==> config.mk <==
export PLATFORM = sky130hd
export DESIGN_NAME = sdcard
export DESIGN_NICKNAME = d
export VERILOG_FILES = /design/src/hdl/sd_pkg.sv /design/src/hdl/sd_cmd_decode.sv /design/src/hdl/sd_spi_engine.sv /design/src/hdl/sd_sector_buffer.sv /design/src/hdl/sdcard.sv
export SDC_FILE = /design/constraint.sdc
export NUM_CORES = 2
export LEC_CHECK = 0
export BUFFER_PORTS_ARGS = -buffer_cell sky130_fd_sc_hd__buf_2
export CORE_UTILIZATION = 50
export DETAILED_ROUTE_END_ITERATION = 10
export PLACE_DENSITY = 0.66
export RECOVER_POWER = 25
export SYNTH_ARGS = -nofsm -noshare
export SYNTH_HDL_FRONTEND = slang
export SYNTH_SLANG_ARGS = --single-unit
==> constraint.sdc <==
create_clock -name clk -period 7.2 [get_ports clk]
set_clock_uncertainty 0.2 [all_clocks]
set_input_delay 2.16 -clock clk [delete_from_list [all_inputs] [get_ports clk]]
set_output_delay 2.16 -clock clk [all_outputs]
set_load 0.01 [all_outputs]
==> src/hdl/sd_pkg.sv <==
// ==================================================
// sd_pkg: shared types and constants for the SPI
// mode SD sector reader
// ==================================================
package sd_pkg;

  typedef logic [7:0]  byte_t;       // one spi or data byte
  typedef logic [31:0] sector_t;     // block address, cmd17 argument
  typedef logic [8:0]  buf_index_t;  // buffer position, wraps at 512

  // host command encoding
  typedef enum logic [1:0] {
    cmd_idle = 2'd0,  // nothing to do
    cmd_read = 2'd1,  // start a sector read
    cmd_next = 2'd2   // step the read index
  } sd_cmd_e;

  localparam int sector_bytes = 512;
  localparam int spi_clk_div  = 4;  // log2 of clk cycles per sclk half-period

  // init sequence
  localparam int init_dummy_bytes = 10;  // >= 74 clocks with cs high
  localparam int resp_poll_limit  = 16;  // fill bytes tolerated before r1

  // sd command indices
  localparam logic [5:0] sd_idx_cmd0   = 6'd0;   // go idle
  localparam logic [5:0] sd_idx_cmd17  = 6'd17;  // read single block
  localparam logic [5:0] sd_idx_cmd55  = 6'd55;  // app command prefix
  localparam logic [5:0] sd_idx_acmd41 = 6'd41;  // send op cond

  // frame and response bytes
  localparam byte_t   crc_cmd0    = 8'h95;          // valid crc for cmd0 only
  localparam byte_t   crc_dummy   = 8'h01;          // end bit set, crc ignored in spi mode
  localparam byte_t   fill_byte   = 8'hFF;          // mosi idle / poll byte
  localparam byte_t   token_start = 8'hFE;          // start of data block
  localparam byte_t   r1_idle     = 8'h01;
  localparam byte_t   r1_ready    = 8'h00;
  localparam sector_t acmd41_arg  = 32'h4000_0000;  // hcs bit, host takes sdhc

endpackage

==> src/hdl/sd_cmd_decode.sv <==
// ==================================================
// sd_cmd_decode: host command decoder, sequences
// card init, idle and sector reads
// ==================================================
`timescale 1ns/1ps

module sd_cmd_decode (
  input  logic              clk,
  input  logic              rst_n,
  input  sd_pkg::sd_cmd_e   command,
  input  sd_pkg::sector_t   sector,
  output logic              busy,
  output logic              read_error,
  output logic              start_init,
  output logic              start_read,
  output sd_pkg::sector_t   read_sector,
  input  logic              engine_ready,
  input  logic              engine_fail,
  output logic              index_clear,
  output logic              index_step
);
  import sd_pkg::*;

  typedef enum logic [1:0] {
    st_init,  // card bring-up running
    st_idle,  // accepting host commands
    st_read   // cmd17 in progress
  } state_e;

  state_e state;
  logic   launched;  // start_init already sent for this attempt

  assign busy = (state != st_idle);

  // index control goes straight to the buffer so data_out moves one cycle later
  assign index_clear = (state == st_idle) && (command == cmd_read);
  assign index_step  = (state == st_idle) && (command == cmd_next);

  always_ff @(posedge clk) begin
    if (!rst_n) begin
      state      <= st_init;
      launched   <= 1'b0;
      start_init <= 1'b0;
      start_read <= 1'b0;
      read_error <= 1'b0;
    end else begin
      start_init <= 1'b0;  // single-cycle pulses
      start_read <= 1'b0;
      case (state)
        st_init: begin
          if (!launched) begin
            if (engine_ready) begin
              start_init <= 1'b1;
              launched   <= 1'b1;
            end
          end else if (engine_ready && !start_init) begin
            // engine ready still high in the pulse cycle, so skip that one
            if (engine_fail) begin
              launched <= 1'b0;  // retry the whole init
            end else begin
              state <= st_idle;
            end
          end
        end
        st_idle: begin
          if (command == cmd_read) begin
            start_read <= 1'b1;
            read_error <= 1'b0;  // sticky flag cleared by a new read
            state      <= st_read;
          end
        end
        st_read: begin
          if (engine_ready && !start_read) begin
            read_error <= engine_fail;  // fail pulses together with ready
            state      <= st_idle;
          end
        end
        default: state <= st_init;
      endcase
    end
  end

  // sector latch, held for the whole read
  always_ff @(posedge clk) begin
    if (state == st_idle && command == cmd_read) begin
      read_sector <= sector;
    end
  end

endmodule

==> src/hdl/sd_spi_engine.sv <==
// ==================================================
// sd_spi_engine: spi mode 0 byte engine and command
// sequencer for card init and single block reads
// ==================================================
`timescale 1ns/1ps

module sd_spi_engine #(
  parameter int clk_div = sd_pkg::spi_clk_div
) (
  input  logic              clk,
  input  logic              rst_n,
  input  logic              start_init,
  input  logic              start_read,
  input  sd_pkg::sector_t   read_sector,
  output logic              engine_ready,
  output logic              engine_fail,
  output logic              byte_valid,
  output sd_pkg::byte_t     byte_data,
  output logic              sd_cs_n,
  output logic              sd_clk,
  output logic              sd_mosi,
  input  logic              sd_miso
);
  import sd_pkg::*;

  localparam int div_w = (clk_div == 0) ? 1 : clk_div;

  typedef enum logic [2:0] {
    s_idle,   // waiting for a start
    s_dummy,  // init clocks, cs high
    s_frame,  // six byte command frame
    s_poll,   // waiting for r1
    s_token,  // waiting for data start token
    s_data,   // 512 payload bytes
    s_crc     // two crc bytes, dropped
  } state_e;

  // slow clock tick, one per sclk half-period
  logic [div_w-1:0] div_cnt;
  logic             tick;

  // byte shifter
  logic       xfer_go;    // load tx_byte and start shifting
  logic       xfer_done;  // rx_byte valid, one cycle
  byte_t      tx_byte;
  byte_t      tx_sr;
  byte_t      rx_byte;
  logic [2:0] bit_cnt;
  logic       shifting;

  // sequencer
  state_e     state;
  logic [5:0] cmd_idx;    // command currently in flight
  logic [2:0] frame_pos;  // byte within the frame
  logic [4:0] cnt;        // dummy / poll / crc counter
  buf_index_t data_cnt;

  // argument field for each command
  function automatic sector_t cmd_arg(input logic [5:0] idx, input sector_t sec);
    sector_t arg;
    arg = '0;
    if (idx == sd_idx_cmd17) arg = sec;
    else if (idx == sd_idx_acmd41) arg = acmd41_arg;
    return arg;
  endfunction

  // frame byte at position pos: start+index, arg msb first, crc
  function automatic byte_t frame_byte(input logic [5:0] idx, input logic [2:0] pos,
                                       input sector_t sec);
    sector_t arg;
    byte_t   b;
    arg = cmd_arg(idx, sec);
    case (pos)
      3'd0:    b = {2'b01, idx};
      3'd1:    b = arg[31:24];
      3'd2:    b = arg[23:16];
      3'd3:    b = arg[15:8];
      3'd4:    b = arg[7:0];
      default: b = (idx == sd_idx_cmd0) ? crc_cmd0 : crc_dummy;
    endcase
    return b;
  endfunction

  assign tick         = (clk_div == 0) ? 1'b1 : (div_cnt == '0);
  assign engine_ready = (state == s_idle);

  always_ff @(posedge clk) begin
    if (!rst_n) div_cnt <= '0;
    else        div_cnt <= div_cnt + 1'b1;  // free running
  end

  // full duplex shifter, mode 0: sample on rise, shift after fall
  always_ff @(posedge clk) begin
    if (!rst_n) begin
      shifting  <= 1'b0;
      xfer_done <= 1'b0;
      sd_clk    <= 1'b0;
      sd_mosi   <= 1'b1;
      bit_cnt   <= '0;
      tx_sr     <= fill_byte;
      rx_byte   <= fill_byte;
    end else begin
      xfer_done <= 1'b0;
      if (xfer_go) begin
        tx_sr    <= tx_byte;
        sd_mosi  <= tx_byte[7];  // msb ready before first rise
        bit_cnt  <= '0;
        shifting <= 1'b1;
      end else if (shifting && tick) begin
        if (!sd_clk) begin
          sd_clk  <= 1'b1;
          rx_byte <= {rx_byte[6:0], sd_miso};
        end else begin
          sd_clk <= 1'b0;
          if (bit_cnt == 3'd7) begin
            shifting  <= 1'b0;
            xfer_done <= 1'b1;
            sd_mosi   <= 1'b1;  // idle high between bytes
          end else begin
            tx_sr   <= {tx_sr[6:0], 1'b0};
            sd_mosi <= tx_sr[6];
            bit_cnt <= bit_cnt + 1'b1;
          end
        end
      end
    end
  end

  // command sequencer, acts on start and on each finished byte
  always_ff @(posedge clk) begin
    if (!rst_n) begin
      state       <= s_idle;
      sd_cs_n     <= 1'b1;
      xfer_go     <= 1'b0;
      tx_byte     <= fill_byte;
      byte_valid  <= 1'b0;
      engine_fail <= 1'b0;
      cmd_idx     <= sd_idx_cmd0;
      frame_pos   <= '0;
      cnt         <= '0;
      data_cnt    <= '0;
    end else begin
      xfer_go     <= 1'b0;
      byte_valid  <= 1'b0;
      engine_fail <= 1'b0;
      case (state)
        s_idle: begin
          if (start_init) begin
            cnt     <= '0;
            tx_byte <= fill_byte;
            xfer_go <= 1'b1;
            state   <= s_dummy;   // cs stays high
          end else if (start_read) begin
            sd_cs_n   <= 1'b0;
            cmd_idx   <= sd_idx_cmd17;
            frame_pos <= '0;
            tx_byte   <= frame_byte(sd_idx_cmd17, 3'd0, read_sector);
            xfer_go   <= 1'b1;
            state     <= s_frame;
          end
        end
        s_dummy: if (xfer_done) begin
          xfer_go <= 1'b1;
          if (cnt == 5'(init_dummy_bytes - 1)) begin
            sd_cs_n   <= 1'b0;
            cmd_idx   <= sd_idx_cmd0;
            frame_pos <= '0;
            tx_byte   <= frame_byte(sd_idx_cmd0, 3'd0, read_sector);
            state     <= s_frame;
          end else begin
            cnt     <= cnt + 1'b1;
            tx_byte <= fill_byte;
          end
        end
        s_frame: if (xfer_done) begin
          xfer_go <= 1'b1;
          if (frame_pos == 3'd5) begin
            cnt     <= '0;
            tx_byte <= fill_byte;
            state   <= s_poll;
          end else begin
            frame_pos <= frame_pos + 1'b1;
            tx_byte   <= frame_byte(cmd_idx, frame_pos + 3'd1, read_sector);
          end
        end
        s_poll: if (xfer_done) begin
          if (rx_byte != fill_byte) begin
            frame_pos <= '0;
            if (cmd_idx == sd_idx_cmd0 && rx_byte == r1_idle) begin
              cmd_idx <= sd_idx_cmd55;
              tx_byte <= frame_byte(sd_idx_cmd55, 3'd0, read_sector);
              xfer_go <= 1'b1;
              state   <= s_frame;
            end else if (cmd_idx == sd_idx_cmd55) begin
              cmd_idx <= sd_idx_acmd41;  // prefix done, send the app command
              tx_byte <= frame_byte(sd_idx_acmd41, 3'd0, read_sector);
              xfer_go <= 1'b1;
              state   <= s_frame;
            end else if (cmd_idx == sd_idx_acmd41) begin
              if (rx_byte == r1_ready) begin
                sd_cs_n <= 1'b1;  // card out of idle, init done
                state   <= s_idle;
              end else begin
                cmd_idx <= sd_idx_cmd55;
                tx_byte <= frame_byte(sd_idx_cmd55, 3'd0, read_sector);
                xfer_go <= 1'b1;
                state   <= s_frame;
              end
            end else if (cmd_idx == sd_idx_cmd17 && rx_byte == r1_ready) begin
              tx_byte <= fill_byte;
              xfer_go <= 1'b1;
              state   <= s_token;
            end else begin
              engine_fail <= 1'b1;  // rejected command
              sd_cs_n     <= 1'b1;
              state       <= s_idle;
            end
          end else if (cnt == 5'(resp_poll_limit - 1)) begin
            engine_fail <= 1'b1;  // no response
            sd_cs_n     <= 1'b1;
            state       <= s_idle;
          end else begin
            cnt     <= cnt + 1'b1;
            tx_byte <= fill_byte;
            xfer_go <= 1'b1;
          end
        end
        s_token: if (xfer_done) begin
          tx_byte <= fill_byte;
          xfer_go <= 1'b1;
          if (rx_byte == token_start) begin
            data_cnt <= '0;
            state    <= s_data;
          end
        end
        s_data: if (xfer_done) begin
          byte_valid <= 1'b1;
          tx_byte    <= fill_byte;
          xfer_go    <= 1'b1;
          if (data_cnt == buf_index_t'(sector_bytes - 1)) begin
            cnt   <= '0;
            state <= s_crc;
          end else begin
            data_cnt <= data_cnt + 1'b1;
          end
        end
        s_crc: if (xfer_done) begin
          if (cnt == 5'd1) begin
            sd_cs_n <= 1'b1;
            state   <= s_idle;
          end else begin
            cnt     <= cnt + 1'b1;
            tx_byte <= fill_byte;
            xfer_go <= 1'b1;
          end
        end
        default: state <= s_idle;
      endcase
    end
  end

  // payload byte towards the buffer
  always_ff @(posedge clk) begin
    if (state == s_data && xfer_done) byte_data <= rx_byte;
  end

endmodule

==> src/hdl/sd_sector_buffer.sv <==
// ==================================================
// sd_sector_buffer: 512 byte sector store, one index
// shared by card fill and host readout
// ==================================================
`timescale 1ns/1ps

module sd_sector_buffer (
  input  logic            clk,
  input  logic            rst_n,
  input  logic            byte_valid,
  input  sd_pkg::byte_t   byte_data,
  input  logic            index_clear,
  input  logic            index_step,
  output sd_pkg::byte_t   data_out
);
  import sd_pkg::*;

  byte_t      mem [sector_bytes];
  buf_index_t index;  // wraps to 0 after a full sector

  // fill path
  always_ff @(posedge clk) begin
    if (byte_valid) begin
      mem[index] <= byte_data;
    end
  end

  // the engine and the host never step in the same cycle
  always_ff @(posedge clk) begin
    if (!rst_n) begin
      index <= '0;
    end else if (index_clear) begin
      index <= '0;  // new read
    end else if (byte_valid || index_step) begin
      index <= index + 1'b1;
    end
  end

  assign data_out = mem[index];  // no output register

endmodule

==> src/hdl/sdcard.sv <==
// ==================================================
// sdcard: spi mode sd sector reader, host side
// command port plus card pins
// ==================================================
`timescale 1ns/1ps

module sdcard #(
  parameter int clk_div = sd_pkg::spi_clk_div
) (
  input  logic              clk,
  input  logic              rst_n,
  input  sd_pkg::sd_cmd_e   command,
  input  sd_pkg::sector_t   sector,
  output sd_pkg::byte_t     data_out,
  output logic              busy,
  output logic              read_error,
  output logic              sd_cs_n,
  output logic              sd_clk,
  output logic              sd_mosi,
  input  logic              sd_miso
);
  import sd_pkg::*;

  logic    start_init;
  logic    start_read;
  sector_t read_sector;
  logic    engine_ready;
  logic    engine_fail;
  logic    index_clear;
  logic    index_step;
  logic    byte_valid;
  byte_t   byte_data;

  sd_cmd_decode decode_inst (
    .clk          (clk),
    .rst_n        (rst_n),
    .command      (command),
    .sector       (sector),
    .busy         (busy),
    .read_error   (read_error),
    .start_init   (start_init),
    .start_read   (start_read),
    .read_sector  (read_sector),
    .engine_ready (engine_ready),
    .engine_fail  (engine_fail),
    .index_clear  (index_clear),
    .index_step   (index_step)
  );

  sd_spi_engine #(.clk_div(clk_div)) engine_inst (
    .clk          (clk),
    .rst_n        (rst_n),
    .start_init   (start_init),
    .start_read   (start_read),
    .read_sector  (read_sector),
    .engine_ready (engine_ready),
    .engine_fail  (engine_fail),
    .byte_valid   (byte_valid),
    .byte_data    (byte_data),
    .sd_cs_n      (sd_cs_n),
    .sd_clk       (sd_clk),
    .sd_mosi      (sd_mosi),
    .sd_miso      (sd_miso)
  );

  sd_sector_buffer buffer_inst (
    .clk         (clk),
    .rst_n       (rst_n),
    .byte_valid  (byte_valid),
    .byte_data   (byte_data),
    .index_clear (index_clear),
    .index_step  (index_step),
    .data_out    (data_out)
  );

endmodule

==> impl_metrics.csv <==
group,metric,value,unit
status,status,"finished with violations",
status,violations,"capacitance limit, slew limit, setup timing",
logic_synthesis,synthCells,8619,
power_and_ir_drop,p_per_area,265,nW/um2
clocking,cts_tree,"built",
logic_synthesis,yosysMostFrequentCell,"edfxtp_1",
routing,route.met3.wl,43800,um
die,core_area,331000,um2
die,dieHeight,579,um
cells_and_area,nFillCells,24500,
routing,drt_first_pass_iters,6,
die,rows,211,
global_routing,grt_pass1_wl,619000,um
setup_path,slowest_delay,0.56,ns
routing,route.detailed.drc,0,
logic_synthesis,syn_area,166000,um2
setup_path,critPathSlowestCell,"nor4bb_1",
global_routing,grt.overflow.total,0,
global_routing,grt_usage,25.6,%
logic_synthesis,synth_common_cells,"edfxtp_1, mux4_2, nor2_1",
global_routing,grt_antenna_before_repair,12,
place,dp.cells,12800,
die,ioPinCount,50,
clocking,clk_latency,0.99,ns
timing,slew_headroom,-356,%
logic_synthesis,synth_top_area_share,74.6,%
hold_path,hold_path_end,"engine_inst.tx_sr[3]",
logic_synthesis,async_flop_share,0,%
die,fp.dieW,579,um
routing,vias,87600,
place,gp_congestion,0.892,
job,drv_cap,18,
place,hpwl,261000,um
setup_path,reg2reg_depth,2,
clocking,ctsHoldBuffers,0,
clocking,clkTransAtPathRegs,0.06,ns
routing,met1_length,171000,um
logic_synthesis,ys_types,87,
logic_synthesis,yosysTopAreaCell,"edfxtp_1",
cells_and_area,multiInputGateArea,37500,um2
setup_path,r2r-start,"engine_inst.byte_data[6]",
timing,rsz0062_at_grt,"yes",
setup_path,startpoint_type,"flip-flop",
timing,drv_slew,2343,
cells_and_area,regArea,126000,um2
hold_path,holdPathStages,2,
timing,fin_ws,-0.0418,ns
logic_synthesis,synth_area_per_cell,19.3,um2
logic_synthesis,ys_seq_elements,4223,
place,place.port_buffers,49,
timing,min_period,7.24,ns
power_and_ir_drop,leakagePower,55.0,nW
setup_path,crit_path_end_kind,"primary output",
logic_synthesis,ys.flop_type,"edfxtp_1",
setup_path,r2r_slack,0.25,ns
setup_path,path_cells,"buf_16 -> buf_16 -> mux4_2 -> nand2b_1 -> a2bb2oi_1 -> nor4bb_1 -> nand3_1 -> nand4_1 -> buf_4 -> and3_1 -> buf_2",
clocking,clockRootBuffer,"clkbuf_16",
clocking,cts.sinks,4223,
cells_and_area,fin_cells,13600,
clocking,cts_made_buffers,421,
cells_and_area,drive_above_1_share,19.2,%
cells_and_area,area_growth,11.6,%
timing,setup_violations,4,
hold_path,hold_class,"flip-flop to flip-flop",
setup_path,reg2reg_to,"buffer_inst.mem[453][6]",
routing,drt_iter0_markers,10500,
setup_path,path_class,"flip-flop to primary output",
routing,wl_met2,204000,um
clocking,clock_path_buffers,4,
setup_path,path_common_cell,"buf_16",
routing,detail_route.wl_per_cell,31.8,um
timing,setup_tns,-0.100,ns
power_and_ir_drop,vdd.ir_drop.worst,0.210,mV
routing,highest_layer,"met4",
timing,max_freq,138,MHz
logic_synthesis,ys_seq_area_share,75.7,%
global_routing,grt_max_degree,201,
routing,wirelength,433000,um
logic_synthesis,synthTopCellsByArea,"edfxtp_1, mux4_2, mux2i_1",
clocking,cts-htree-levels,5,
logic_synthesis,synth_warnings,0,
timing,worstMarginPinSlew,6.83,ns
die,die-area,335000,um2
routing,vias_per_cell,6.43,
setup_path,crit_required,4.84,ns
timing,hold_viol,0,
setup_path,worstPathArrival,4.88,ns
logic_synthesis,synth_edf_count,4136,
routing,ant_nets,0,
logic_synthesis,syn_nets,8674,
die,initial_core_util,50.3,%
cells_and_area,finalNetCount,8952,
timing,post-route-period-util,101,%
global_routing,grt_pass1_vias,86800,
hold_path,hold_path_startpoint,"engine_inst.tx_byte[3]",
setup_path,critPathMaxFanout,77,
[final cells by class]
type | count | area share [%]
inverter | 22 | 0.0512
tap | 4366 | 2.94
multi-input combinational | 3839 | 20.2
timing repair buffer | 390 | 1.95
clock inverter | 231 | 1.05
clock buffer | 543 | 5.99
sequential | 4223 | 67.8
antenna | 6 | 0.00808
[power by group]
group          internal [W]  total, W  switching [W]
logic              0.000694   0.00148       0.000790
clock network        0.0118    0.0210        0.00921
registers            0.0266    0.0267      0.0000743
[stage by stage]
step	area, um2	hold slack, ns	worst slack (ns)	total power [W]	util [%]
after floorplan	166000	0.237	-0.593	0.0285	-
after global placement	172000	0.249	0.103	0.0287	52.1
after detailed placement	172000	0.261	0.0131	0.0287	52.1
after CTS	186000	0.276	-0.00291	0.0494	56.2
after global routing	186000	0.292	-0.0232	0.0504	56.2
final	186000	0.273	-0.0418	0.0492	56.2
[layer usage]
layer	vias to the layer above	GRT usage, %
met5	-	0
met4	0	8.28
met3	780	4.92
met2	4793	40.1
met1	45900	36.5
li1	36100	-
[cell families after synthesis]
logic type | share of synthesized area, %
AO/OA/AOI/OAI | 4.11
XOR/XNOR | 0.0947
adder cells (fa/ha/maj) | 0.135
buffers and inverters | 2.05
flip-flops | 75.7
multiplexers | 14.0
AND/OR/NAND/NOR | 3.97
[critical path: cells and delay by family, from the launching register on]
kind	cells	cell delay, ns
AO/OA/AOI/OAI	1	0.28
buffers and inverters	4	1.06
flip-flops	1	0.44
multiplexers	1	0.35
AND/OR/NAND/NOR	5	1.57
[flip-flops by register name, indices dropped and copies added, names as in the netlist, 7 cells and up, named ones only]
| signal | cells |
|---|---|
| engine_inst.tx_sr | 7 |
| buffer_inst.mem | 4096 |
| decode_inst.read_sector | 32 |
| buffer_inst.index | 9 |
| engine_inst.data_cnt | 9 |
| engine_inst.tx_byte | 8 |
| engine_inst.rx_byte | 8 |
| engine_inst.byte_data | 8 |
[worst max path at each step]
stage	end	slack, ns	depth (start not counted)
after floorplan	buffer_inst.mem[0][0]	-0.59	0
after global placement	data_out[6]	0.10	10
after detailed placement	data_out[1]	0.01	9
after CTS	data_out[2]	-0.003	11
after global routing	data_out[1]	-0.02	10
final	data_out[0]	-0.04	11
[cells in the final DEF, fill, tap and decap left out, drive strengths merged, types with 15 or more instances in the layout]
| master | count |
|---|---|
| mux4 | 712 |
| o22ai | 140 |
| buf | 365 |
| a222oi | 15 |
| clkbuf | 566 |
| a211oi | 85 |
| edfxtp | 4136 |
| bufinv | 26 |
| nor3 | 167 |
| o211ai | 17 |
| mux2 | 63 |
| o221ai | 252 |
| nor2b | 30 |
| nand4 | 44 |
| inv | 31 |
| o21ai | 97 |
| a21oi | 177 |
| mux2i | 643 |
| nor4 | 52 |
| nand2 | 210 |
| a221oi | 15 |
| ha | 18 |
| o31ai | 15 |
| nor2 | 669 |
| nand3 | 73 |
| nand2b | 23 |
| a2111oi | 32 |
| dfxtp | 87 |
| clkinv | 189 |
| a22oi | 30 |
| and3 | 15 |
| and2 | 61 |
[repair_timing]
item,in CTS,in global routing
cloned,2,2
endpoints found under the setup margin,8,4
buffers inserted,14,0
gates resized for setup,28,28
pin swaps,6,6
endpoints found under the hold margin,0,0
No activity file was read; power rests on OpenSTA's default activity.
